==> src/image_buffer_consts.svh <==
// ======================================
// sizes and register map of the frame
// buffer. included by the package and by
// every module that needs a width or an
// APB register offset.
// ======================================

`ifndef IMAGE_BUFFER_CONSTS_SVH
`define IMAGE_BUFFER_CONSTS_SVH

// RAM geometry. 4096 words of 32 bits.
`define IMG_WORD_ADDR_W 12

// camera side addresses bytes, two more bits than a word address.
`define IMG_BYTE_ADDR_W 14

// reader side addresses pixels, wide enough for four grey pixels per word.
`define IMG_PIX_IDX_W   14

// APB control port.
`define APB_ADDR_W      4

`define REG_CTRL        4'h0 // bit 0 capture enable, bit 1 format.
`define REG_WORD_COUNT  4'h4 // committed words, write clears.
`define REG_LAST_ADDR   4'h8 // word address of the last commit.

`endif

==> src/image_buffer_pkg.sv <==
// ======================================
// shared types of the frame buffer: the
// configuration, camera, RAM, APB and
// reader structs and the RAM word union.
// ======================================

`include "image_buffer_consts.svh"

package image_buffer_pkg;

    typedef enum logic {
        FMT_GRAY8  = 1'b0, // four 8-bit pixels per word.
        FMT_RGB565 = 1'b1  // two 16-bit pixels per word.
    } pixel_format_t;

    typedef struct packed {
        logic          capture_enable;
        pixel_format_t format;
    } buffer_cfg_t;

    typedef struct packed {
        logic                        valid;
        logic [`IMG_BYTE_ADDR_W-1:0] byte_addr;
        logic [7:0]                  data;
    } cam_byte_t;

    typedef struct packed {
        logic                        we;
        logic [`IMG_WORD_ADDR_W-1:0] word_addr;
        logic [31:0]                 wdata;
    } ram_req_t;

    // one stored word, seen as bytes or as halfwords.
    // lane 0 is the lowest byte address.
    typedef union packed {
        logic [3:0][7:0]  bytes;
        logic [1:0][15:0] halves;
    } ram_word_u;

    typedef struct packed {
        logic                   psel;
        logic                   penable;
        logic                   pwrite;
        logic [`APB_ADDR_W-1:0] paddr;
        logic [31:0]            pwdata;
    } apb_req_t;

    typedef struct packed {
        logic        pready;
        logic [31:0] prdata;
    } apb_rsp_t;

    typedef struct packed {
        logic                      valid;
        logic [`IMG_PIX_IDX_W-1:0] pix_idx;
    } rd_req_t;

endpackage

==> src/pixel_packer.sv <==
// ======================================
// packs camera bytes into 32-bit words.
// a byte on lane 3 closes the word and
// issues one registered RAM write plus a
// commit pulse for the control block.
// ======================================

`timescale 1ns/100ps

`include "image_buffer_consts.svh"

module pixel_packer (
    input  logic                        clock_in,
    input  logic                        read_reset_n_in,
    input  image_buffer_pkg::buffer_cfg_t cfg,
    input  image_buffer_pkg::cam_byte_t   cam,
    output image_buffer_pkg::ram_req_t    wr_req,
    output logic                        word_commit
);

    import image_buffer_pkg::*;

    logic                        byte_take;
    logic [1:0]                  lane;
    ram_word_u                   asm_q;      // word under assembly.
    ram_word_u                   asm_next;
    logic                        wr_we_q;
    logic [`IMG_WORD_ADDR_W-1:0] wr_addr_q;
    logic [31:0]                 wr_data_q;

    assign byte_take = cam.valid && cfg.capture_enable; // dropped when capture is off.
    assign lane      = cam.byte_addr[1:0];

    // the new byte is merged here so lane 3 can be written straight away.
    always_comb begin
        asm_next = asm_q;
        if (byte_take) begin
            asm_next.bytes[lane] = cam.data;
        end
    end

    always_ff @(posedge clock_in) begin
        asm_q <= asm_next;
        if (byte_take && lane == 2'd3) begin
            wr_addr_q <= cam.byte_addr[`IMG_BYTE_ADDR_W-1:2];
            wr_data_q <= asm_next;
        end
    end

    always_ff @(posedge clock_in) begin
        if (!read_reset_n_in) begin
            wr_we_q <= 1'b0;
        end else begin
            wr_we_q <= byte_take && lane == 2'd3; // single cycle pulse.
        end
    end

    always_comb begin
        wr_req.we        = wr_we_q;
        wr_req.word_addr = wr_addr_q;
        wr_req.wdata     = wr_data_q;
    end

    // commit goes out with the write itself.
    assign word_commit = wr_we_q;

endmodule

==> config.mk <==
export PLATFORM = sky130hd
export DESIGN_NAME = pixel_packer
export DESIGN_NICKNAME = d
export VERILOG_FILES = /design/src/image_buffer_pkg.sv /design/src/pixel_packer.sv
export VERILOG_INCLUDE_DIRS = /design/src
export SDC_FILE = /design/constraint.sdc
export NUM_CORES = 1
export LEC_CHECK = 0
export BUFFER_PORTS_ARGS = -buffer_cell sky130_fd_sc_hd__buf_2
export CAP_MARGIN = 20
export CORE_UTILIZATION = 40
export DETAILED_ROUTE_END_ITERATION = 10
export GPL_ROUTABILITY_DRIVEN = 0
export PLACE_DENSITY = 0.69
export SLEW_MARGIN = 20
export SYNTH_ARGS = -nofsm -noshare
export SYNTH_HDL_FRONTEND = slang
export SYNTH_SLANG_ARGS = --single-unit
==> constraint.sdc <==
create_clock -name clock_in -period 3.1 [get_ports clock_in]
set_input_delay 0.155 -clock clock_in [delete_from_list [all_inputs] [get_ports clock_in]]
set_output_delay 0.155 -clock clock_in [all_outputs]
set_load 0.005 [all_outputs]
==> results of run 1 <==
[cell families after synthesis]
logic type,share of synthesized area [%]
buffers and inverters,1.07
DFF,80.7
muxes,15.9
and+or+nand+nor,2.39
[synth_stat cells]
cell and n:
and4bb_1 1, buf_4 1, inv_1 2, dfxtp_1 33
edfxtp_1 44, buf_6 1, nand4_2 1, mux2_2 24
nor2_1 1, nand4b_2 2, mux2_4 8
[final timing paths]
path,start,to,slack (ns)
min,read_reset_n_in,word_commit$_SDFF_PN0_,0.04
max,cfg[1],wr_data_q[21]$_DFFE_PP_,1.38
min reg2reg,asm_q[5]$_DFF_P_,asm_q[5]$_DFF_P_,0.47
max reg2reg,asm_q[9]$_DFF_P_,wr_data_q[9]$_DFFE_PP_,2.28
[layer usage]
layer,global-route usage [%],vias to the layer above,routed length (um)
met5,0,-,0
met4,9.64,0,112
met3,5.11,11,369
met2,20.7,67,1820
met1,16.9,628,1800
li1,-,627,-
[final cells by class]
cell class	instances	area share [%]
Tap cell	75	2.94
Clock buffer	10	4.32
Sequential cell	77	62.1
Inverter	2	0.235
Multi-Input combinational cell	37	14.1
Timing Repair Buffer	85	15.4
Clock inverter	6	0.902
[registers in the layout, summed over array words and instances, names as in the netlist]
name	cells
asm_q	32
word_commit	1
wr_addr_q	12
wr_data_q	32
[through the flow]
step	total power (uW)	cells	hold WS, ns
6_report	2060	292	0.0367
5_1_grt	2150	292	0.0216
4_1_cts	2080	292	0.0259
3_5_place_dp	1440	264	0.336
3_3_place_gp	1430	264	0.333
2_1_floorplan	1380	118	0.254
[power by group through the flow]
stage | logic [uW] | clock network [uW] | registers [uW]
floorplan | 118 | 0 | 1260
global placement | 172 | 0 | 1260
detailed placement | 179 | 0 | 1260
CTS | 191 | 647 | 1240
global route | 207 | 692 | 1250
finish | 188 | 631 | 1240
[critical path: cells and delay by family]
kind | cells | cell delay (ns)
simple gates | 1 | 0.29
buf+inv | 3 | 1.34
==> flow_summary.json, run 1 <==
{
  "syn-instance-count": 118,
  "fin_skew_ns": 0.00565,
  "cts_max_level": 3,
  "maxClockFrequency_mhz": 581,
  "start_util_pct": 41.5,
  "crit_chain": "buf_2 > nand4_2 > clkinv_1 > buf_4",
  "power.share.clock_pct": 30.7,
  "io_buffers": 71,
  "synth-seq-cells": 77,
  "numCtsBuffers": 9,
  "worst_hold_path_type": "in2reg",
  "layout-drive-gt1-share_pct": 55.8,
  "grt-ovfl-total": 0,
  "final_common_cell": "buf_2",
  "yosysWarnings": 0,
  "grt_pass1_vias": 1338,
  "viasPerCell": 4.57,
  "p_sw_share_pct": 20.7,
  "period_share_pct": 55.5,
  "multi_input_area_um2": 449,
  "critical_path_class": "in2reg",
  "yosys.area.top_type": "edfxtp_1",
  "cts_hold_buffers": 12,
  "die-area_um2": 6460,
  "max_cap_viol_count": 0,
  "power.switching_uw": 426,
  "clk_pin_slew_ns": 0.07,
  "p_seq_share_pct": 60.2,
  "die-height_um": 80.4,
  "dr.pass1.iters": 6,
  "arrival_ns": 1.79,
  "synth_area_per_cell_um2": 20.8,
  "drt_first_iter_violations": 21,
  "ir_drop_v": 0.000313,
  "outcome": "completed",
  "p_comb_share_pct": 9.1,
  "cts_resized": 0,
  "cp_max_fo": 22,
  "cp.required_ns": 3.17,
  "rsz0062_at_grt": "no",
  "cp_slowest_cell": "clkinv_1",
  "yosysTopAreaCellShare_pct": 53.8,
  "dieWidth_um": 80.4,
  "row_count": 28,
  "critPathCaptureType": "register",
  "ys_seq_area_share_pct": 80.7,
  "floorplan.core_area_um2": 5920,
  "clock-sinks": 77,
  "wl_mm": 4.10,
  "hold_depth": 3,
  "antenna_cells": 0,
  "worst_slack_ns": 1.38,
  "grt_pass1_wl_mm": 6.30,
  "grt_max_degree": 23,
  "clockBufferDepth": 2,
  "nFillCells": 489,
  "mostFrequentLayoutCells": "buf_2, edfxtp_1, dfxtp_1",
  "pre_cts_slack_ns": 0.967,
  "antenna_found_initial": 0,
  "wl_per_cell_um": 14.0,
  "seqCellArea_um2": 1980,
  "worstMarginPinSlew_ns": 0.782,
  "start_kind": "input pin",
  "fin_area_um2": 3190,
  "placed_cell_area_um2": 2900,
  "synth_area_um2": 2460,
  "setup_viol": 0,
  "final_util_pct": 53.9,
  "period_needed_ns": 1.72,
  "final_antenna_net_count": 0,
  "r2r_cells": 1,
  "leakage_uw": 0.00131,
  "finalMaxSlewViolations": 0,
  "power.internal_uw": 1630,
  "ios": 73,
  "setup_tns_ns": 0,
  "synth_cell_types": 11,
  "vias": 1333,
  "nets": 239,
  "synthTopCellsByArea": "edfxtp_1, dfxtp_1, mux2_2, mux2_4, nand4b_2",
  "clock_latency_ns": 0.34,
  "slowest_delay_ns": 0.72,
  "power.density_nw_per_um2": 646,
  "finalHoldViolCount": 0,
  "clockRootBuffer": "clkbuf_8",
  "syn_nets": 145,
  "relSlewSlack_pct": 47.5,
  "syn_to_final_growth_pct": 29.8,
  "drc": 0,
  "grt_usage_pct": 14.0,
  "cts_setup_buffers": 0,
  "cts_tree": "built"
}
Power figures use the tool's default switching activity.
==> run 2, diff against run 1 <==
==> constraint.sdc (replaced) <==
create_clock -name clock_in -period 1.61 [get_ports clock_in]
set_input_delay 0.0805 -clock clock_in [delete_from_list [all_inputs] [get_ports clock_in]]
set_output_delay 0.0805 -clock clock_in [all_outputs]
set_load 0.005 [all_outputs]
==> run 2 against run 1 <==
Effect of this change:
- largest cell class unchanged
- worst setup slack got worse by 0.71 ns
- global-route usage is 0.064 points higher
- largest power group unchanged
- die area is the same
- critical path type unchanged
- final area grew 2.0%
- first-iteration DRC count increased by 130%
- count of clock-buffer cells in the layout unchanged
- clock power rose by 93%
- total power rose by 93%
==> flow_summary.json, run 2 (synthesis results as in run 1) <==
{
  "outcome": "completed",
  "worst_hold_path_type": "in2reg",
  "wl_per_cell_um": 13.9,
  "grt_usage_pct": 14.1,
  "grt_pass1_vias": 1332,
  "reg2reg_slack_ns": 0.79,
  "floorplan.core_area_um2": 5920,
  "clockRootBuffer": "clkbuf_8",
  "cp_max_fo": 8,
  "antenna_found_initial": 0,
  "relSlewSlack_pct": 75.5,
  "pre_cts_slack_ns": 0.280,
  "critical_path_class": "in2reg",
  "clock_latency_ns": 0.33,
  "numCtsBuffers": 9,
  "period_needed_ns": 0.944,
  "worst_slack_ns": 0.666,
  "rsz0062_at_grt": "no",
  "seqCellArea_um2": 1980,
  "final_antenna_net_count": 0,
  "fin_area_um2": 3250,
  "worstMarginPinSlew_ns": 0.366,
  "row_count": 28,
  "multi_input_area_um2": 449,
  "dieWidth_um": 80.4,
  "die-height_um": 80.4,
  "drt_first_iter_violations": 49,
  "nFillCells": 485,
  "placed_cell_area_um2": 2950,
  "maxClockFrequency_mhz": 1060,
  "start_kind": "input pin",
  "clock-sinks": 77,
  "nets": 243,
  "layout-drive-gt1-share_pct": 57.5,
  "arrival_ns": 1.03,
  "viasPerCell": 4.48,
  "whs_ns": 0.0266,
  "drc": 0,
  "wl_mm": 4.12,
  "critPathCaptureType": "register",
  "clockBufferDepth": 2,
  "ir_drop_v": 0.000659,
  "hpwl_mm": 2.70,
  "leakage_uw": 0.00133,
  "cts_max_level": 3,
  "antenna_cells": 0,
  "dr.pass1.iters": 2,
  "syn_to_final_growth_pct": 32.3,
  "grt_max_degree": 19,
  "finalMaxSlewViolations": 0,
  "finalHoldViolCount": 0,
  "largestRegisters": "asm_q x32, wr_data_q x32, wr_addr_q x12",
  "clk_pin_slew_ns": 0.08,
  "ios": 73,
  "start_util_pct": 41.5,
  "die-area_um2": 6460,
  "grt_pass1_wl_mm": 6.39,
  "cp.required_ns": 1.69,
  "cts_tree": "built",
  "grt-ovfl-total": 0,
  "period_share_pct": 58.6,
  "final_common_cell": "buf_2",
  "setup_viol": 0,
  "io_buffers": 71,
  "cts_resized": 0,
  "vias": 1326,
  "mostFrequentLayoutCells": "buf_2, edfxtp_1, dfxtp_1",
  "power.density_nw_per_um2": 1220,
  "max_cap_viol_count": 0,
  "fin_skew_ns": 0.00670,
  "setup_tns_ns": 0
}
## run 2: changes by cell type in the layout (fill, tap and decap cells not counted), sizes merged
cell	previous run	this run
clkinv	6	5
dlygate4sd3	12	13
buf	73	76
clkinvlp	1	2
## run 2: worst max-delay path, cell delays in order
cell and delay (ns):
buf_2 0.13, nand4b_2 0.42, mux2_2 0.40
## run 2: layer usage
| layer | vias to the layer above | track usage [%] | part of all wire, % |
|---|---|---|---|
| li1 | 639 | - | - |
| met1 | 624 | 15.0 | 42 |
| met2 | 58 | 23.6 | 49 |
| met3 | 5 | 6.48 | 8.1 |
| met4 | 0 | 6.43 | 1.4 |
| met5 | - | 0 | 0 |
## run 2: path summary, 6_finish.rpt
path                                  to             start  depth (start not counted)
setup / recovery  wr_data_q[9]$_DFFE_PP_            cam[9]                          3
hold / removal          asm_q[0]$_DFF_P_            cam[0]                          2
setup reg to reg  wr_data_q[2]$_DFFE_PP_  asm_q[2]$_DFF_P_                          1
hold reg to reg         asm_q[5]$_DFF_P_  asm_q[5]$_DFF_P_                          1
## run 2: final cells by class
cell class | instances | share of cell area (%)
sequential | 77 | 60.9
timing repair buffer | 89 | 16.9
multi-input combinational | 37 | 13.8
clock buffer | 10 | 3.92
tap | 75 | 2.89
clock inverter | 6 | 1.23
inverter | 2 | 0.346
## run 2: where the power goes
group          switching (uW)  total (uW)  internal [uW]
Combinational             139         370            231
Sequential               47.3        2390           2340
Clock                     660        1220            556
Total                     846        3980           3130
## run 2: timing repair
action	CTS	global route
buffers inserted	0	0
hold buffers	13	0
hold endpoints to repair	13	0
## run 2: through the flow
stage               power [uW]  std cells  utilization [%]
floorplan                 2650        118                -
global placement          2760        267             49.9
detailed placement        2780        267             49.9
CTS                       4030        296             54.9
global route              4150        296             54.9
finish                    3980        296             54.9
