**src/image_buffer_consts.svh**
```systemverilog
// ======================================
// sizes and register map of the frame
// buffer. included by the package and by
// every module that needs a width or an
// APB register offset.
// ======================================

`ifndef IMAGE_BUFFER_CONSTS_SVH
`define IMAGE_BUFFER_CONSTS_SVH

// RAM geometry. 4096 words of 32 bits.
`define IMG_WORD_ADDR_W 12

// camera side addresses bytes, two more bits than a word address.
`define IMG_BYTE_ADDR_W 14

// reader side addresses pixels, wide enough for four grey pixels per word.
`define IMG_PIX_IDX_W   14

// APB control port.
`define APB_ADDR_W      4

`define REG_CTRL        4'h0 // bit 0 capture enable, bit 1 format.
`define REG_WORD_COUNT  4'h4 // committed words, write clears.
`define REG_LAST_ADDR   4'h8 // word address of the last commit.

`endif

```
**src/image_buffer_pkg.sv**
```systemverilog
// ======================================
// shared types of the frame buffer: the
// configuration, camera, RAM, APB and
// reader structs and the RAM word union.
// ======================================

`include "image_buffer_consts.svh"

package image_buffer_pkg;

    typedef enum logic {
        FMT_GRAY8  = 1'b0, // four 8-bit pixels per word.
        FMT_RGB565 = 1'b1  // two 16-bit pixels per word.
    } pixel_format_t;

    typedef struct packed {
        logic          capture_enable;
        pixel_format_t format;
    } buffer_cfg_t;

    typedef struct packed {
        logic                        valid;
        logic [`IMG_BYTE_ADDR_W-1:0] byte_addr;
        logic [7:0]                  data;
    } cam_byte_t;

    typedef struct packed {
        logic                        we;
        logic [`IMG_WORD_ADDR_W-1:0] word_addr;
        logic [31:0]                 wdata;
    } ram_req_t;

    // one stored word, seen as bytes or as halfwords.
    // lane 0 is the lowest byte address.
    typedef union packed {
        logic [3:0][7:0]  bytes;
        logic [1:0][15:0] halves;
    } ram_word_u;

    typedef struct packed {
        logic                   psel;
        logic                   penable;
        logic                   pwrite;
        logic [`APB_ADDR_W-1:0] paddr;
        logic [31:0]            pwdata;
    } apb_req_t;

    typedef struct packed {
        logic        pready;
        logic [31:0] prdata;
    } apb_rsp_t;

    typedef struct packed {
        logic                      valid;
        logic [`IMG_PIX_IDX_W-1:0] pix_idx;
    } rd_req_t;

endpackage

```
**src/pixel_unpacker.sv**
```systemverilog
// ======================================
// owns the RAM port. packer writes win,
// the reader is held off by rd_ready.
// reads return a pixel two cycles after
// acceptance, in grey8 or rgb565 layout.
// ======================================

`timescale 1ns/100ps

`include "image_buffer_consts.svh"

module pixel_unpacker (
    input  logic                          clock_in,
    input  logic                          read_reset_n_in,
    input  image_buffer_pkg::buffer_cfg_t cfg,
    input  image_buffer_pkg::ram_req_t    wr_req,
    input  image_buffer_pkg::rd_req_t     rd_req,
    output logic                          rd_ready,
    output logic [`IMG_WORD_ADDR_W-1:0]   ram_addr,
    output logic [31:0]                   ram_wdata,
    output logic                          ram_we,
    input  logic [31:0]                   ram_rdata,
    output logic [15:0]                   pix_out,
    output logic                          pix_valid
);

    import image_buffer_pkg::*;

    logic                        rd_accept;
    logic [`IMG_WORD_ADDR_W-1:0] rd_word_addr;
    logic [1:0]                  rd_lane;
    logic                        s1_valid;   // RAM access in progress.
    logic [1:0]                  s1_lane;
    pixel_format_t               s1_format;
    ram_word_u                   word;

    assign rd_ready  = !wr_req.we;
    assign rd_accept = rd_req.valid && rd_ready;

    // index to word address and lane for the current format.
    always_comb begin
        if (cfg.format == FMT_RGB565) begin
            rd_word_addr = rd_req.pix_idx[`IMG_WORD_ADDR_W:1];
            rd_lane      = {1'b0, rd_req.pix_idx[0]};
        end else begin
            rd_word_addr = rd_req.pix_idx[`IMG_WORD_ADDR_W+1:2];
            rd_lane      = rd_req.pix_idx[1:0];
        end
    end

    assign ram_addr  = wr_req.we ? wr_req.word_addr : rd_word_addr; // write first.
    assign ram_wdata = wr_req.wdata;
    assign ram_we    = wr_req.we;

    always_ff @(posedge clock_in) begin
        s1_lane   <= rd_lane;
        s1_format <= cfg.format; // held per read, so a format change spares reads in flight.
        if (s1_format == FMT_RGB565) begin
            pix_out <= word.halves[s1_lane[0]];
        end else begin
            pix_out <= {8'h00, word.bytes[s1_lane]};
        end
    end

    always_ff @(posedge clock_in) begin
        if (!read_reset_n_in) begin
            s1_valid  <= 1'b0;
            pix_valid <= 1'b0;
        end else begin
            s1_valid  <= rd_accept;
            pix_valid <= s1_valid;
        end
    end

    assign word = ram_rdata;

endmodule

```
**config.mk**
```make
export PLATFORM = sky130hd
export DESIGN_NAME = pixel_unpacker
export DESIGN_NICKNAME = d
export VERILOG_FILES = /design/src/image_buffer_pkg.sv /design/src/pixel_unpacker.sv
export VERILOG_INCLUDE_DIRS = /design/src
export SDC_FILE = /design/constraint.sdc
export NUM_CORES = 1
export LEC_CHECK = 0
export BUFFER_PORTS_ARGS = -buffer_cell sky130_fd_sc_hd__clkbuf_2
export CAP_MARGIN = 20
export CORE_MARGIN = 5
export CORE_UTILIZATION = 36
export CTS_BUF_LIST = sky130_fd_sc_hd__clkbuf_16
export CTS_CLUSTER_DIAMETER = 80
export CTS_CLUSTER_SIZE = 8
export DETAILED_ROUTE_END_ITERATION = 8
export GPL_TIMING_DRIVEN = 0
export PLACE_DENSITY = 0.89
export RECOVER_POWER = 100
export REMOVE_ABC_BUFFERS = 1
export SYNTH_ARGS = -nofsm -noshare
export SYNTH_HDL_FRONTEND = slang
export SYNTH_SLANG_ARGS = --single-unit
```
**constraint.sdc**
```tcl
create_clock -name clock_in -period 1.6 [get_ports clock_in]
set_input_delay 0.08 -clock clock_in [delete_from_list [all_inputs] [get_ports clock_in]]
set_output_delay 0.08 -clock clock_in [all_outputs]
set_load 0.05 [all_outputs]
```
==> flow_metrics.tcl, run 1 <==
set metrics [dict create \
    status "complete, no violations" \
    fp-row-count 22 \
    track_usage_pct 17.5 \
    htree_levels 1 \
    yosysTopAreaCellShare_pct 30.3 \
    arrival_ns 1.54 \
    io_buffers 93 \
    hold_viol_final 0 \
    critPathBufInv 2 \
    grt_max_degree 27 \
    die_h_um 72.1 \
    start_util_pct 37.6 \
    wl_per_cell_um 17.3 \
    final_antenna_net_count 0 \
    vias 1309 \
    clock_power_share_pct 31.8 \
    min_period_over_period_pct 90.8 \
    n_antenna_cell 0 \
    p_int_uw 1050 \
    cts-root-buf "clkbuf_16" \
    cts_buffers 3 \
    yosys.area_share.simple_pct 11.4 \
    synth_top_family_by_area "buffers and inverters" \
    area_growth_pct 21.5 \
    total_power_uw 1610 \
    tightest_slew_ns 0.920 \
    max_cap_viol_count 0 \
    clockBufferDepth 2 \
    start_kind "register" \
    ys_warn_count 0 \
    die_area_mm2 0.00519 \
    clk_pin_slew_ns 0.06 \
    synth_edf_count 0 \
    drive_above_1_share_pct 37.2 \
    use_met2_pct 22.1 \
    p_leak_uw 0.000831 \
    synthArstFlopShare_pct 0 \
    synth_largest_area_cell "dfxtp_1" \
    tritoncts "yes" \
    muxShareOfSynthArea_pct 20.2 \
    ys_types 17 \
    synth_area_mm2 0.00139 \
    ys_seq_area_share_pct 30.3 \
    syn_avg_cell_area_um2 8.51 \
    setup_tns_ns 0 \
    finalHoldWorstSlack_ns 0.0551 \
    drt_iter0_drc 41 \
    hold_path_class "primary input to register" \
    drt_pass1_iterations 2 \
    grt.overflow.total 0 \
    stdcell_count 266 \
    synthTopCellsByArea "dfxtp_1 (30%), mux2i_1 (20%), buf_4 (19%)" \
    path_cells "clkinvlp_4, buf_4, o21ai_0, o22ai_1" \
    path_max_fanout 16 \
    drc 0 \
    rsz0062_at_grt "false" \
    met1_usage_pct 21.8 \
    setup_viol 0 \
    end_kind "register" \
    seqPwrFrac_pct 36.9 \
    clk_latency_ns 0.25 \
    dpl.cell_count 260 \
    p_comb_share_pct 31.3 \
    peakVddDrop_uv 346 \
    final_core_util_pct 45.7 \
    wirelength_um 4590 \
    top_level_ports 159 \
    gp_congestion 0.751 \
    cpPeakStageDelay_ns 0.66 \
    syn_inst 163 \
    ys.flop_type "dfxtp_1" \
    yosysMostFrequentCell "buf_4" \
    nNetsFinal 315 \
    grt_pass1_wl_um 6810 \
    critPathKind "register to register" \
    p_switching_uw 556 \
    synth_adder_area_share_pct 0 \
    antenna_found_initial 0 \
    path_delay_family "flip-flops" \
    skew_ns 0.00406 \
    core_area_mm2 0.00369 \
    synth_xor_area_share_pct 0 \
    numClockSinks 21 \
    swShare_pct 34.6 \
    critPathSlowestCell "dfxtp_1" \
    max_slew_margin_pct 38.6 \
    grt_pass1_vias 1276 \
    fin_crit_ns 1.45 \
    nFillCells 372 \
    power_density_mw_per_mm2 955 \
    grt_util_met3_pct 14.5 \
    vias_per_cell 4.92 \
    synth_commonest_cells "buf_4 (35), mux2i_1 (28), dfxtp_1 (21), o21ai_0 (20), nand2_1 (12)" \
    fmax_mhz 688 \
    drv_slew 0 \
    die_x_um 72.1 \
    synth_compound_area_share_pct 15.2 \
    cp.required_ns 1.69 \
    ys_seq_elements 21 \
    gr-max-usage-layer "met2" \
]
cells by family after synthesis:
group,count (synthesis)
DFF,21
and+or+nand+nor,32
buffers and inverters,46
AOI/OAI and AO/OA,36
muxes,28
final timing paths:
path | start | to | slack, ns | cells past startpoint
hold / removal | rd_req[1] | s1_lane[1] | 0.06 | 2
setup / recovery | s1_format | pix_out[0] | 0.15 | 4
setup reg to reg | s1_format | pix_out[0] | 0.15 | 4
hold reg to reg | s1_valid | pix_valid | 0.44 | 1
sequential cells by signal, indices dropped and copies added (netlist names):
| name | flops |
|---|---|
| pix_out | 16 |
| pix_valid | 1 |
| s1_format | 1 |
| s1_lane | 2 |
| s1_valid | 1 |
stage by stage:
| stage | area, um2 | setup slack (ns) |
|---|---|---|
| floorplan | 1080 | 0.161 |
| global placement | 1600 | -0.184 |
| detailed placement | 1600 | -0.263 |
| CTS | 1700 | 0.0777 |
| global route | 1680 | 0.00706 |
| finish | 1680 | 0.147 |
layout by cell type (no fill, tap or decap), types with 2 or more instances in the layout:
cell | netlist | final
nor2_1 | 8 | 8
inv_1 | 2 | 2
mux2i_1 | 28 | 28
o22ai_1 | 8 | 8
clkbuf_1 | 3 | 19
o21ai_0 | 20 | 20
and2b_1 | 4 | 4
clkbuf_16 | 0 | 3
clkbuf_2 | 0 | 74
dfxtp_1 | 21 | 20
nor2b_1 | 5 | 5
nand2_1 | 12 | 12
a211oi_1 | 8 | 8
worst reg2reg max path: stages (launching register included):
cell	delay [ns]
dfxtp_1	0.66
clkinvlp_4	0.16
buf_4	0.21
o21ai_0	0.17
o22ai_1	0.09
layout make-up:
cell class	instances	area, um2	area share (%)
clock buffers	3	75.1	4.46
clock inverters	1	3.75	0.223
inverters	2	11.3	0.669
multi-input cells	96	653	38.8
flip-flops and latches	21	422	25.0
well taps	48	60.1	3.57
repair buffers	95	459	27.3
power by group through the flow:
stage | clock network, uW | registers, uW | logic (uW)
after global routing | 552 | 599 | 539
after detailed placement | 0 | 604 | 510
after global placement | 0 | 603 | 503
final | 511 | 594 | 504
after floorplan | 0 | 720 | 207
after CTS | 534 | 594 | 514
repair_timing:
item,in CTS,in global routing
hold buffers,1,0
endpoints found under the setup margin,8,7
endpoints found under the hold margin,1,0
buffers inserted,0,1
gates resized for setup,2,1
metal layers:
metal,wire (um),part of all wire [%]
met5,34,0.74
met3,928,20
met1,1910,42
met2,1680,37
met4,31,0.68
Power figures use the tool's default switching activity.
==> inputs of run 2 (changes only) <==
CORE_UTILIZATION = 34   (was 36)
PLACE_DENSITY = 0.85   (was 0.89)
clock period = 1.44 ns   (was 1.6 ns; I/O delays follow)
==> run 2 against run 1 <==
  * Flip-flop and latch count did not move
  * Via count rose by 2.5%
  * Cell count rose by 1.9%
  * Final area rose by 1.9%
  * Largest power group unchanged
  * Setup slack improved by 0.0083 ns
  * Critical path type unchanged
  * Combinational power rose by 12%
  * Sequential share of layout area fell by 0.31 points
  * Clock power rose by 11%
  * Non-clock buffer count rose by 3
  * Critical endpoint is now pix_out[6]
  * Core utilization fell by 2.5 points
  * Worst hold slack got worse by 0.0062 ns
==> flow_metrics.tcl, run 2 (synthesis results as in run 1) <==
set metrics [dict create \
    wl_per_cell_um 16.5 \
    critPathKind "register to register" \
    n_antenna_cell 0 \
    drive_above_1_share_pct 36.7 \
    grt_pass1_wl_um 6350 \
    final_antenna_net_count 0 \
    die_area_mm2 0.00545 \
    status "complete, no violations" \
    core_area_mm2 0.00397 \
    post-dp-hpwl_um 3630 \
    arrival_ns 1.40 \
    mostFrequentLayoutCells "clkbuf_2 (69), mux2i_1 (28), clkbuf_1 (24), o21ai_0 (20), dfxtp_1 (18)" \
    setup_tns_ns 0 \
    nNetsFinal 318 \
    max_cap_viol_count 0 \
    tightest_slew_ns 0.616 \
    numClockSinks 21 \
    vias 1342 \
    track_usage_pct 15.8 \
    cts_buffers 3 \
    wirelength_um 4460 \
    hold_path_class "primary input to register" \
    max_slew_margin_pct 59.1 \
    critPathSlowestCell "dfxtp_2" \
    area_growth_pct 23.7 \
    end_kind "register" \
    dp_slack_ns -0.347 \
    die_x_um 73.9 \
    cp.required_ns 1.55 \
    clockBufferDepth 2 \
    grt_max_degree 27 \
    largest_register_ffs 16 \
    drt_pass1_iterations 4 \
    hold_viol_final 0 \
    setup_slack_ns 0.155 \
    path_delay_family "flip-flops" \
    dpl_cell_area_mm2 0.00160 \
    drc 0 \
    cpPeakStageDelay_ns 0.50 \
    drt_iter0_drc 23 \
    start_util_pct 34.9 \
    fp-row-count 23 \
    clk_latency_ns 0.25 \
    clk_pin_slew_ns 0.05 \
    layout_commonest_cell "clkbuf_2" \
    htree_levels 1 \
    fin_crit_ns 1.28 \
    stdcell_area_mm2 0.00172 \
    cts-root-buf "clkbuf_16" \
    grt_pass1_vias 1322 \
    path_max_fanout 17 \
    start_kind "register" \
    fmax_mhz 779 \
    p_leak_uw 0.000835 \
    io_buffers 93 \
    peakVddDrop_uv 408 \
    tritoncts "yes" \
    top_level_ports 159 \
    vias_per_cell 4.95 \
    die_h_um 73.9 \
    gp_congestion 0.801 \
    rsz0062_at_grt "false" \
    finalHoldWorstSlack_ns 0.0489 \
    setup_viol 0 \
    skew_ns 0.00189 \
    critPathBufInv 1 \
    drv_slew 0 \
    min_period_over_period_pct 89.2 \
    top_regs "pix_out x16, s1_lane x2" \
    grt.overflow.total 0 \
    path_cells "nor2b_4, buf_12, mux2i_1, o22ai_1" \
    power_density_mw_per_mm2 1040 \
    antenna_found_initial 0 \
    largest_register "pix_out" \
]
## run 2: cell count changes in the layout (fill, tap and decap cells not counted), sizes merged
cell,change
buf,+3
## run 2: worst paths after layout
check               end  cells past startpoint  slack [ns]       startpoint
max reg2reg  pix_out[6]                      4        0.16       s1_lane[1]
min reg2reg   pix_valid                      1        0.44         s1_valid
max          pix_out[6]                      4        0.16       s1_lane[1]
min           pix_valid                      2        0.05  read_reset_n_in
## run 2: area by class of cell
cell class / instances / area (um2)
clock inverters: 1 / 3.75
fillers: 408 / 2260
clock buffers: 3 / 75.1
flip-flops and latches: 21 / 424
repair buffers: 98 / 488
well taps: 50 / 62.6
inverters: 2 / 8.76
multi-input cells: 96 / 653
## run 2: metal layers
layer / part of all wire [%] / GRT usage, %
met1: 40 / 19.6
met2: 40 / 21.9
met3: 18 / 11.2
met4: 0.83 / 3.02
met5: 0.74 / 5.05
## run 2: what timing repair did
item | in CTS | in global routing
resized for setup | 4 | 1
buffers inserted | 3 | 1
endpoints found under the setup margin | 8 | 10
hold buffers | 1 | 0
hold endpoints to repair | 1 | 0
## run 2: metrics by stage
step | std cells | power, uW | util, %
6_report | 271 | 1790 | 43.2
5_1_grt | 271 | 1880 | 43.2
2_1_floorplan | 119 | 1030 | -
4_1_cts | 270 | 1830 | 43.5
3_3_place_gp | 262 | 1230 | 40.4
3_5_place_dp | 262 | 1240 | 40.4
## run 2: power breakdown
group | internal, uW | leakage, uW | total, uW | switching [uW]
registers | 627 | 0.000176 | 658 | 31.9
logic | 177 | 0.000617 | 564 | 387
clock network | 369 | 0.0000423 | 568 | 199
total | 1170 | 0.000835 | 1790 | 618
