===== src/image_buffer_consts.svh =====
// ======================================
// sizes and register map of the frame
// buffer. included by the package and by
// every module that needs a width or an
// APB register offset.
// ======================================

`ifndef IMAGE_BUFFER_CONSTS_SVH
`define IMAGE_BUFFER_CONSTS_SVH

// RAM geometry. 4096 words of 32 bits.
`define IMG_WORD_ADDR_W 12

// camera side addresses bytes, two more bits than a word address.
`define IMG_BYTE_ADDR_W 14

// reader side addresses pixels, wide enough for four grey pixels per word.
`define IMG_PIX_IDX_W   14

// APB control port.
`define APB_ADDR_W      4

`define REG_CTRL        4'h0 // bit 0 capture enable, bit 1 format.
`define REG_WORD_COUNT  4'h4 // committed words, write clears.
`define REG_LAST_ADDR   4'h8 // word address of the last commit.

`endif


===== src/image_buffer_pkg.sv =====
// ======================================
// shared types of the frame buffer: the
// configuration, camera, RAM, APB and
// reader structs and the RAM word union.
// ======================================

`include "image_buffer_consts.svh"

package image_buffer_pkg;

    typedef enum logic {
        FMT_GRAY8  = 1'b0, // four 8-bit pixels per word.
        FMT_RGB565 = 1'b1  // two 16-bit pixels per word.
    } pixel_format_t;

    typedef struct packed {
        logic          capture_enable;
        pixel_format_t format;
    } buffer_cfg_t;

    typedef struct packed {
        logic                        valid;
        logic [`IMG_BYTE_ADDR_W-1:0] byte_addr;
        logic [7:0]                  data;
    } cam_byte_t;

    typedef struct packed {
        logic                        we;
        logic [`IMG_WORD_ADDR_W-1:0] word_addr;
        logic [31:0]                 wdata;
    } ram_req_t;

    // one stored word, seen as bytes or as halfwords.
    // lane 0 is the lowest byte address.
    typedef union packed {
        logic [3:0][7:0]  bytes;
        logic [1:0][15:0] halves;
    } ram_word_u;

    typedef struct packed {
        logic                   psel;
        logic                   penable;
        logic                   pwrite;
        logic [`APB_ADDR_W-1:0] paddr;
        logic [31:0]            pwdata;
    } apb_req_t;

    typedef struct packed {
        logic        pready;
        logic [31:0] prdata;
    } apb_rsp_t;

    typedef struct packed {
        logic                      valid;
        logic [`IMG_PIX_IDX_W-1:0] pix_idx;
    } rd_req_t;

endpackage


===== src/buffer_ctrl_apb.sv =====
// ======================================
// APB slave of the frame buffer. holds
// capture enable and pixel format, counts
// committed words and keeps the address
// of the last one. no wait states.
// ======================================

`timescale 1ns/100ps

`include "image_buffer_consts.svh"

module buffer_ctrl_apb (
    input  logic                          clock_in,
    input  logic                          read_reset_n_in,
    input  image_buffer_pkg::apb_req_t    apb_req,
    output image_buffer_pkg::apb_rsp_t    apb_rsp,
    input  image_buffer_pkg::ram_req_t    wr_req,
    input  logic                          word_commit,
    output image_buffer_pkg::buffer_cfg_t cfg
);

    import image_buffer_pkg::*;

    logic                        apb_write;
    logic [31:0]                 word_count;
    logic [`IMG_WORD_ADDR_W-1:0] last_addr;
    logic [31:0]                 read_mux;

    // writes land at the end of the access phase.
    assign apb_write = apb_req.psel && apb_req.penable && apb_req.pwrite;

    always_ff @(posedge clock_in) begin
        if (!read_reset_n_in) begin
            cfg.capture_enable <= 1'b0;
            cfg.format         <= FMT_GRAY8;
        end else if (apb_write && apb_req.paddr == `REG_CTRL) begin
            cfg.capture_enable <= apb_req.pwdata[0];
            cfg.format         <= pixel_format_t'(apb_req.pwdata[1]);
        end
    end

    always_ff @(posedge clock_in) begin
        if (!read_reset_n_in) begin
            word_count <= '0;
        end else if (apb_write && apb_req.paddr == `REG_WORD_COUNT) begin
            // a commit in the clearing cycle still counts.
            word_count <= {31'd0, word_commit};
        end else if (word_commit) begin
            word_count <= word_count + 32'd1;
        end
    end

    always_ff @(posedge clock_in) begin
        if (!read_reset_n_in) begin
            last_addr <= '0;
        end else if (word_commit) begin
            last_addr <= wr_req.word_addr; // address of the write being committed.
        end
    end

    always_comb begin
        case (apb_req.paddr)
            `REG_CTRL: begin
                read_mux = {30'd0, cfg.format, cfg.capture_enable};
            end
            `REG_WORD_COUNT: begin
                read_mux = word_count;
            end
            `REG_LAST_ADDR: begin
                read_mux = {{(32-`IMG_WORD_ADDR_W){1'b0}}, last_addr};
            end
            default: begin
                read_mux = '0; // unmapped.
            end
        endcase
    end

    always_comb begin
        apb_rsp.pready = 1'b1;
        apb_rsp.prdata = read_mux;
    end

endmodule


===== config.mk =====
export PLATFORM = sky130hd
export DESIGN_NAME = buffer_ctrl_apb
export DESIGN_NICKNAME = d
export VERILOG_FILES = /design/src/image_buffer_pkg.sv /design/src/buffer_ctrl_apb.sv
export VERILOG_INCLUDE_DIRS = /design/src
export SDC_FILE = /design/constraint.sdc
export NUM_CORES = 1
export LEC_CHECK = 0
export BUFFER_PORTS_ARGS = -buffer_cell sky130_fd_sc_hd__buf_2
export CORE_MARGIN = 2
export CORE_UTILIZATION = 25
export DETAILED_ROUTE_END_ITERATION = 7
export GPL_TIMING_DRIVEN = 0
export SLEW_MARGIN = 5
export SYNTH_ARGS = -nofsm -noshare
export SYNTH_HDL_FRONTEND = slang
export SYNTH_SLANG_ARGS = --single-unit

===== constraint.sdc =====
create_clock -name clock_in -period 2.1 [get_ports clock_in]
set_input_delay 0.21 -clock clock_in [delete_from_list [all_inputs] [get_ports clock_in]]
set_output_delay 0.21 -clock clock_in [all_outputs]
set_load 0.01 [all_outputs]

==> results of run 1 <==
==> final cells by class <==
cell class	count	area, µm²
plain buffers	17	80.1
clock buffers	6	82.6
clock inverters	2	60.1
fillers	989	6210
inverters	6	22.5
multi-input cells	202	1320
flip-flops and latches	46	926
well taps	111	139
repair buffers	55	275
==> synth_stat cells (all sizes together) <==
master / n
dfxtp: 46
nor2: 30
a21oi: 19
mux2i: 18
and2: 17
nand3: 14
o21ai: 13
or4: 12
clkbuf: 11
nand4: 11
nand2: 10
o31ai: 10
a22o: 9
or3: 9
xor2: 7
buf: 6
inv: 6
and4: 4
nor3: 3
o21a: 3
xnor2: 3
and3: 2
or4b: 2
conb: 1
ha: 1
nand2b: 1
nor4: 1
nor4b: 1
o41ai: 1
==> logic make-up after synthesis <==
logic type | Yosys count
and+or+nand+nor | 117
AOI/OAI and AO/OA | 55
DFF | 46
buffers and inverters | 23
muxes | 18
xor gates and xnor gates | 10
adders and majority gates | 1
other | 1
==> registers in the layout (all words and copies together), names as in the netlist <==
name        flops
last_addr      12
cfg             2
word_count     32
==> metrics by stage <==
step / hold WS [ps] / cell area [µm²]
2_1_floorplan: 357 / 2320
6_report: 138 / 2900
5_1_grt: 153 / 2900
3_3_place_gp: 444 / 2740
4_1_cts: 129 / 2890
3_5_place_dp: 452 / 2740
==> tightest hold or removal path, stage by stage <==
cell	delay (ps)
buf_2	70
mux2i_1	50
nor2_1	70
==> where the power goes <==
part | switching [W] | internal [W] | total [W] | leakage [nW]
sequential | 0.0000119 | 0.000890 | 0.000902 | 0.375
combinational | 0.0000612 | 0.0000476 | 0.000109 | 0.709
clock | 0.000308 | 0.000508 | 0.000815 | 0.0714
total | 0.000381 | 0.00145 | 0.00183 | 1.16
==> layer usage <==
metal	part of all wire [%]	vias up	global-route usage (%)
met5	0	-	0
met4	0.50	0	3.58
met3	5.3	2	2.51
met2	45	52	20.1
met1	49	1020	17.3
li1	-	1109	-
==> worst max path at each step <==
stage,startpoint,endpoint,slack (ps),depth (start not counted)
2_1_floorplan,word_count[1]$_SDFFE_PP0P_,word_count[24]$_SDFFE_PP0P_,250,6
3_3_place_gp,apb_req[35],apb_rsp[17],-120,5
3_5_place_dp,apb_req[35],apb_rsp[17],-140,5
4_1_cts,word_count[0]$_SDFFE_PN0P_,word_count[30]$_SDFFE_PP0P_,3,6
5_1_grt,word_count[3]$_SDFFE_PP0P_,word_count[22]$_SDFFE_PP0P_,-6,5
6_report,word_count[0]$_SDFFE_PN0P_,word_count[30]$_SDFFE_PP0P_,80,6
==> metrics.txt, run 1 <==
Max Freq 495 MHz; CTS tree yes; Avg WL per Cell 13.4 µm; Setup WS pre-CTS -139 ps; dpl hpwl 4450 µm; cell area after synthesis 2320 µm²; GP Congestion 0.777; Arr. time, crit path 2240 ps; Slew @ Worst Pin 725 ps; period utilization 96.1%; Hold Path Class input port to register; YS warnings 0; Top delay family on crit path simple AND/OR/NAND/NOR gates; reg2reg end word_count[30]$_SDFFE_PP0P_; Setup crit start kind register; Placed Cells 437; most frequent cells in the layout buf_2, dfxtp_1, nor2_1; H-tree levels 2; Reg clk slew, reported paths 90 ps; largest family of logic cells by synthesized area simple AND/OR/NAND/NOR gates; Yosys top cell area share 39.7%; Antenna Nets Post-Route 0; Setup TNS 0 ps; relative slew slack 51.6%; Final min period 2020 ps; Die Y 100 µm; Starting DRT DRC Count 94; worst path cell trace ha_1, nand3_2, or4_1, buf_2, or4_1, a21oi_1; status finished clean; Data required, critical path 2320 ps; sequential element share of the synthesized area 39.7%; row count 35; Synth Area in XOR/XNOR 3.77%; clock sink total 46; layout cells sized above 1 25.4%; Synth Area in Simple Gates 28.9%; CP most frequent cell or4_1; post-synthesis adder-cell area fraction 0.539%; Slew Limit Fails 0; critical path fanouts, max 8; RSZ-0062 raised after global routing true; R2R depth 6; Nets 421; Setup-failing EPs final 0; Post-Syn Area per Cell 8.57 µm²; hold path startpoint wr_req[37]; Yosys reg bits 46; Die X 100 µm; CP Class register to register; PD cells 629 nW/µm²; R2R Path Start word_count[0]$_SDFFE_PN0P_; Starting Density 25.5%; vias per cell 4.91; WL final 5980 µm; PortBufs 55; worst-case clock buffer depth 2; Clock Latency Late Sink 300 ps; cts repair resizes 1; CP max-delay cell or4_1; synth-to-layout area growth 25.0%; synth unique cells 38; leakage power 1.16 nW; DR vias 2183; Final Power 0.00183 W; MaxCap Viol Count 0; Peak VDD IR 0.366 mV; setup ws final 81.3 ps; setup bufs post-CTS 0; CTS Root Cell clkbuf_8; io pins 122; pin count of the biggest net entering global routing 15; Final Core Density 31.9%; Post-Layout Cell Count 445; Hold Vio Cnt, Final 0; drt first pass iters 4; post-synthesis mux area share 7.76%; CP peak stage delay 500 ps; first-pass GRT wire length 10100 µm; hold_buf cts 0; ranking of synthesized cells by area dfxtp_1, mux2i_1, nor2_1, and2_1, a21oi_1; r2r setup slk 80 ps; Critical path buffers and inverters 1; Residual DRC 0; Synth area leader dfxtp_1; initial antenna violation count 0; Die ar. 10100 µm²; GRT overflow 0; gr usage total 12.6%; Cells after Synth 271; Diodes inserted 0; Worst Setup End Kind register; CTS buffer count 5; Synth Area in Compound Gates 14.9%; core box area 9110 µm²; most common cell after layout, fill and taps aside buf_2; number of global-route vias before repair 2054; WHS Endpoint last_addr[5]$_SDFFE_PN0P_; Clock Skews 5.93 ps; Syn Nets 359; hold path cells 3
No activity file was read; power rests on OpenSTA's default activity.
==> inputs of run 2 (changes only) <==
==> constraint.sdc (replaced) <==
create_clock -name clock_in -period 2.1 [get_ports clock_in]
set_input_delay 0.105 -clock clock_in [delete_from_list [all_inputs] [get_ports clock_in]]
set_output_delay 0.105 -clock clock_in [all_outputs]
set_load 0.01 [all_outputs]
==> run 2 against run 1 <==
  * Worst hold slack worse by 110 ps
  * Flip-flop and latch count unchanged
  * Worst setup slack better by 6.4 ps
  * Cell area about the same
  * Routed wire length down 0.13%
  * Clock-buffer cell count unchanged
  * Cell count unchanged
  * First-iteration DRC count unchanged
  * Total power up 0.22%
  * Fmax up 0.32%
  * Combinational power about the same
  * Clock power up 0.6%
==> metrics.txt, run 2 (synthesis results as in run 1) <==
Starting Density 25.5%; Clock power frac 44.8%; largest registers word_count x32, last_addr x12, cfg x2; Largest Register word_count; relative slew slack 51.3%; Starting DRT DRC Count 94; CTS tree yes; Die ar. 10100 µm²; most frequent cells in the layout buf_2, dfxtp_1, nor2_1; CP peak stage delay 500 ps; Data required, critical path 2330 ps; GRT overflow 0; critical path fanouts, max 8; Internal 0.00145 W; Diodes inserted 0; Final min period 2010 ps; Max Freq 497 MHz; Flop pwr share 49.3%; Setup-failing EPs final 0; WHS Endpoint last_addr[5]$_SDFFE_PN0P_; footprint of the multi-input gates 1320 µm²; R2R Path Start word_count[0]$_SDFFE_PN0P_; Top delay family on crit path simple AND/OR/NAND/NOR gates; Die Y 100 µm; Hold Vio Cnt, Final 0; WL final 5970 µm; Final Power 0.00183 W; synth-to-layout area growth 24.9%; R2R depth 6; Post-Layout Cell Count 445; PD cells 631 nW/µm²; core box area 9110 µm²; Residual DRC 0; GP Congestion 0.777; most common cell after layout, fill and taps aside buf_2; Slew @ Worst Pin 730 ps; leakage power 1.15 nW; Hold Path Class input port to register; dpl hpwl 4450 µm; Die X 100 µm; row count 35; CP most frequent cell or4_1; PortBufs 55; DR vias 2187; Arr. time, crit path 2240 ps; setup ws final 87.7 ps; combinational share of power 5.9%; io pins 122; Critical path buffers and inverters 1; register area 926 µm²; reg2reg end word_count[30]$_SDFFE_PP0P_; Avg WL per Cell 13.4 µm; layout cells sized above 1 25.1%; Sw Ratio 21.0%; pin count of the biggest net entering global routing 15; Reg clk slew, reported paths 90 ps; Placed Cells 437; Worst Setup End Kind register; Clock Skews 5.35 ps; hold_buf cts 0; RSZ-0062 raised after global routing true; Peak VDD IR 0.369 mV; initial antenna violation count 0; status finished clean; period utilization 95.8%; clock sink total 46; worst-case clock buffer depth 2; Setup crit start kind register; first-pass GRT wire length 10100 µm; Clock Latency Late Sink 300 ps; r2r setup slk 90 ps; CTS buffer count 5; Nets 421; Antenna Nets Post-Route 0; filler cell count in the final layout 990; CP Class register to register; gr usage total 12.6%; MaxCap Viol Count 0; Slew Limit Fails 0; H-tree levels 2; max reg flops 32; drt first pass iters 4; final hold slack 29.5 ps; Setup WS pre-CTS 51.6 ps; number of global-route vias before repair 2052; CP max-delay cell or4_1; switching pwr 0.000385 W; hold path cells 3; worst path cell trace ha_1, nand3_2, or4_1, buf_2, or4_1, a21oi_1; CTS Root Cell clkbuf_8; hold path startpoint wr_req[37]; vias per cell 4.91
-- run 2: worst max path at each step --
stage	end	start	depth (start not counted)	slack [ps]
final	word_count[30]$_SDFFE_PP0P_	word_count[0]$_SDFFE_PN0P_	6	90
after global routing	word_count[22]$_SDFFE_PP0P_	word_count[3]$_SDFFE_PP0P_	5	-6
after CTS	word_count[30]$_SDFFE_PP0P_	word_count[0]$_SDFFE_PN0P_	6	3
after detailed placement	word_count[26]$_SDFFE_PP0P_	word_count[6]$_SDFFE_PP0P_	6	50
after global placement	word_count[24]$_SDFFE_PP0P_	word_count[6]$_SDFFE_PP0P_	6	60
after floorplan	word_count[24]$_SDFFE_PP0P_	word_count[1]$_SDFFE_PP0P_	6	250
-- run 2: metrics by stage --
stage                     utilization (%)  TNS (ps)  area [µm²]
after floorplan                         -         0        2320
after global placement               30.0         0        2740
after detailed placement             30.0         0        2740
after CTS                            31.6         0        2880
after global routing                 31.9     -8.22        2900
final                                31.9         0        2900
-- run 2: worst min-delay path: cells and delay by family --
kind          cells  cell delay [ps]
mux               1               50
simple gates      1               70
buf+inv           1               70
-- run 2: repair_timing --
action | 4_1_cts | 5_1_grt
gates resized for setup | 0 | 12
endpoints found under the setup margin | 0 | 26
buffers inserted | 0 | 0
-- run 2: area by class of cell --
class                   count  area share [%]
plain buffers              17            2.72
clock buffers               6            2.85
clock inverters             2            2.07
inverters                   6           0.776
multi-input cells         202            45.4
flip-flops and latches     46            31.9
well taps                 111            4.79
repair buffers             55            9.49
-- run 2: power by group through the flow --
stage	Clock, W	Combinational (W)	Sequential, W
6_report	0.000820	0.000109	0.000902
5_1_grt	0.000873	0.000124	0.000906
4_1_cts	0.000834	0.000108	0.000902
3_5_place_dp	0	0.000107	0.000922
3_3_place_gp	0	0.000105	0.000921
2_1_floorplan	0	0.0000664	0.000919
-- run 2: per-layer routing --
metal	up-vias	global-route usage [%]	share of wire, %
met5	-	0	0
met3	5	2.51	6.1
li1	1112	-	-
met2	62	20.1	45
met1	1008	17.4	48
met4	0	3.58	0.94
==> inputs of run 3 (changes only) <==
Settings changed: CORE_UTILIZATION 25 to 45, PLACE_DENSITY set to 0.8.
Clock period 2.1 ns to 2 ns, I/O delays scaled along.
==> run 3 against run 2 <==
  * Combinational power up 5%
  * Clock skew is 7.4 ps higher
  * Cell area is 0.30% higher
  * Sequential share of layout area grew 0.33 points
  * Fmax is 3.2% higher
  * Critical path depth did not move
  * Cell count down 9.2%
  * First-iteration DRC count increased by 73%
  * Routed wire length fell by 6.4%
  * Critical path type unchanged
  * Highest routed layer unchanged
==> metrics.txt, run 3 (synthesis results as in run 1) <==
Final min period 1950 ps; row count 26; pin count of the biggest net entering global routing 15; most frequent cells in the layout buf_2, dfxtp_1, nor2_1; CP Class register to register; Reg clk slew, reported paths 90 ps; Nets 421; crit path launch word_count[0]$_SDFFE_PN0P_; layout cells sized above 1 28.7%; DR vias 2225; Starting DRT DRC Count 163; core box area 5040 µm²; Max Freq 513 MHz; most common cell after layout, fill and taps aside buf_2; r2r setup slk 50 ps; Clock Latency Late Sink 310 ps; R2R depth 6; setup bufs post-CTS 0; Setup-failing EPs final 0; register area 938 µm²; PD cells 662 nW/µm²; Slew @ Worst Pin 690 ps; drt first pass iters 4; PortBufs 55; max reg flops 32; Peak VDD IR 0.486 mV; synth-to-layout area growth 25.3%; Arr. time, crit path 2190 ps; clock sink total 46; number of global-route vias before repair 1998; Residual DRC 0; dpl hpwl 4060 µm; Hold Vio Cnt, Final 0; Die Y 75.8 µm; CTS buffer count 5; leakage power 1.17 nW; worst-case clock buffer depth 2; critical path fanouts, max 8; first-pass GRT wire length 9320 µm; Data required, critical path 2250 ps; H-tree levels 2; reg2reg end word_count[26]$_SDFFE_PP0P_; footprint of the multi-input gates 1360 µm²; MaxCap Viol Count 0; largest registers word_count x32, last_addr x12, cfg x2; R2R Path Start word_count[0]$_SDFFE_PN0P_; period utilization 97.4%; Diodes inserted 0; Setup crit start kind register; Die ar. 5750 µm²; post-route cell area 2910 µm²; CP Capture Point word_count[26]$_SDFFE_PP0P_; Starting Density 46.1%; filler cell count in the final layout 464; status finished clean; RSZ-0062 raised after global routing false; GP Congestion 0.760; initial antenna violation count 0; hold_buf cts 0; Avg WL per Cell 13.8 µm; Die X 75.8 µm; final hold slack 26.1 ps; Slew Limit Fails 0; Antenna Nets Post-Route 0; Worst Setup End Kind register; CTS Root Cell clkbuf_8; gr usage total 21.1%; WL final 5590 µm; GRT overflow 0; io pins 122; CTS tree yes; Largest Register word_count; vias per cell 5.51; Hold Path Class input port to register; relative slew slack 54.0%; DP Area 2690 µm²; Clock Skews 12.8 ps
==> run 3: changes by cell type in the layout (fill, tap and decap cells not counted), moves of 2 or more <==
cell     before  now
or4_4         0    2
dfxtp_4       0    2
a21oi_2       0    2
dfxtp_2       4    8
nand4_2       2    0
or4_1        12   10
a21oi_1      19   17
dfxtp_1      42   36
nand4_4       0    2
==> run 3: metrics by stage <==
stage / util, % / total power [W] / setup WS (ps) / std cells / TNS (ps)
final: 57.7 / 0.00193 / 51.1 / 404 / 0
after global routing: 57.7 / 0.00199 / 5.76 / 404 / 0
after CTS: 56.2 / 0.00194 / 11.4 / 404 / 0
after detailed placement: 53.3 / 0.00108 / -60.7 / 396 / -288
after global placement: 53.3 / 0.00107 / -15.9 / 396 / -75.1
after floorplan: - / 0.00103 / 152 / 271 / 0
==> run 3: worst max-delay path, cell delays in order (launching register included) <==
cell,delay (ps)
dfxtp_4,370
ha_2,200
nand3_2,90
or4_4,520
buf_6,150
or4_4,410
a21oi_2,150
==> run 3: cell type report <==
class / count / share of cell area [%]
sequential: 46 / 32.2
clock buffer: 6 / 2.84
multi-input combinational: 202 / 46.7
buffer: 17 / 2.92
timing repair buffer: 55 / 9.46
inverter: 6 / 0.774
clock inverter: 2 / 2.06
tap: 70 / 3.01
==> run 3: worst min-delay path by stage <==
stage / depth (start not counted) / slack [ps] / from / end
after floorplan: 2 / 250 / wr_req[32] / last_addr[0]$_SDFFE_PN0P_
after global placement: 3 / 330 / wr_req[35] / last_addr[3]$_SDFFE_PN0P_
after detailed placement: 3 / 340 / wr_req[41] / last_addr[9]$_SDFFE_PN0P_
after CTS: 3 / 20 / wr_req[41] / last_addr[9]$_SDFFE_PN0P_
after global routing: 3 / 30 / wr_req[38] / last_addr[6]$_SDFFE_PN0P_
final: 3 / 30 / wr_req[41] / last_addr[9]$_SDFFE_PN0P_
==> run 3: where the power goes <==
group	total, W	internal, W	switching, W
Combinational	0.000114	0.0000504	0.0000636
Sequential	0.000947	0.000934	0.0000130
Clock	0.000865	0.000533	0.000332
==> run 3: repair_timing <==
action | CTS | global route
resized for setup | 5 | 25
endpoints found under the setup margin | 8 | 36
pin swaps | 0 | 0
==> run 3: layer usage <==
metal	vias to the layer above	share of wire [%]	global-route usage (%)
met1	1045	45	27.6
met5	-	0	0
met3	7	5.1	4.50
met4	0	1.3	7.02
li1	1108	-	-
met2	65	49	34.6
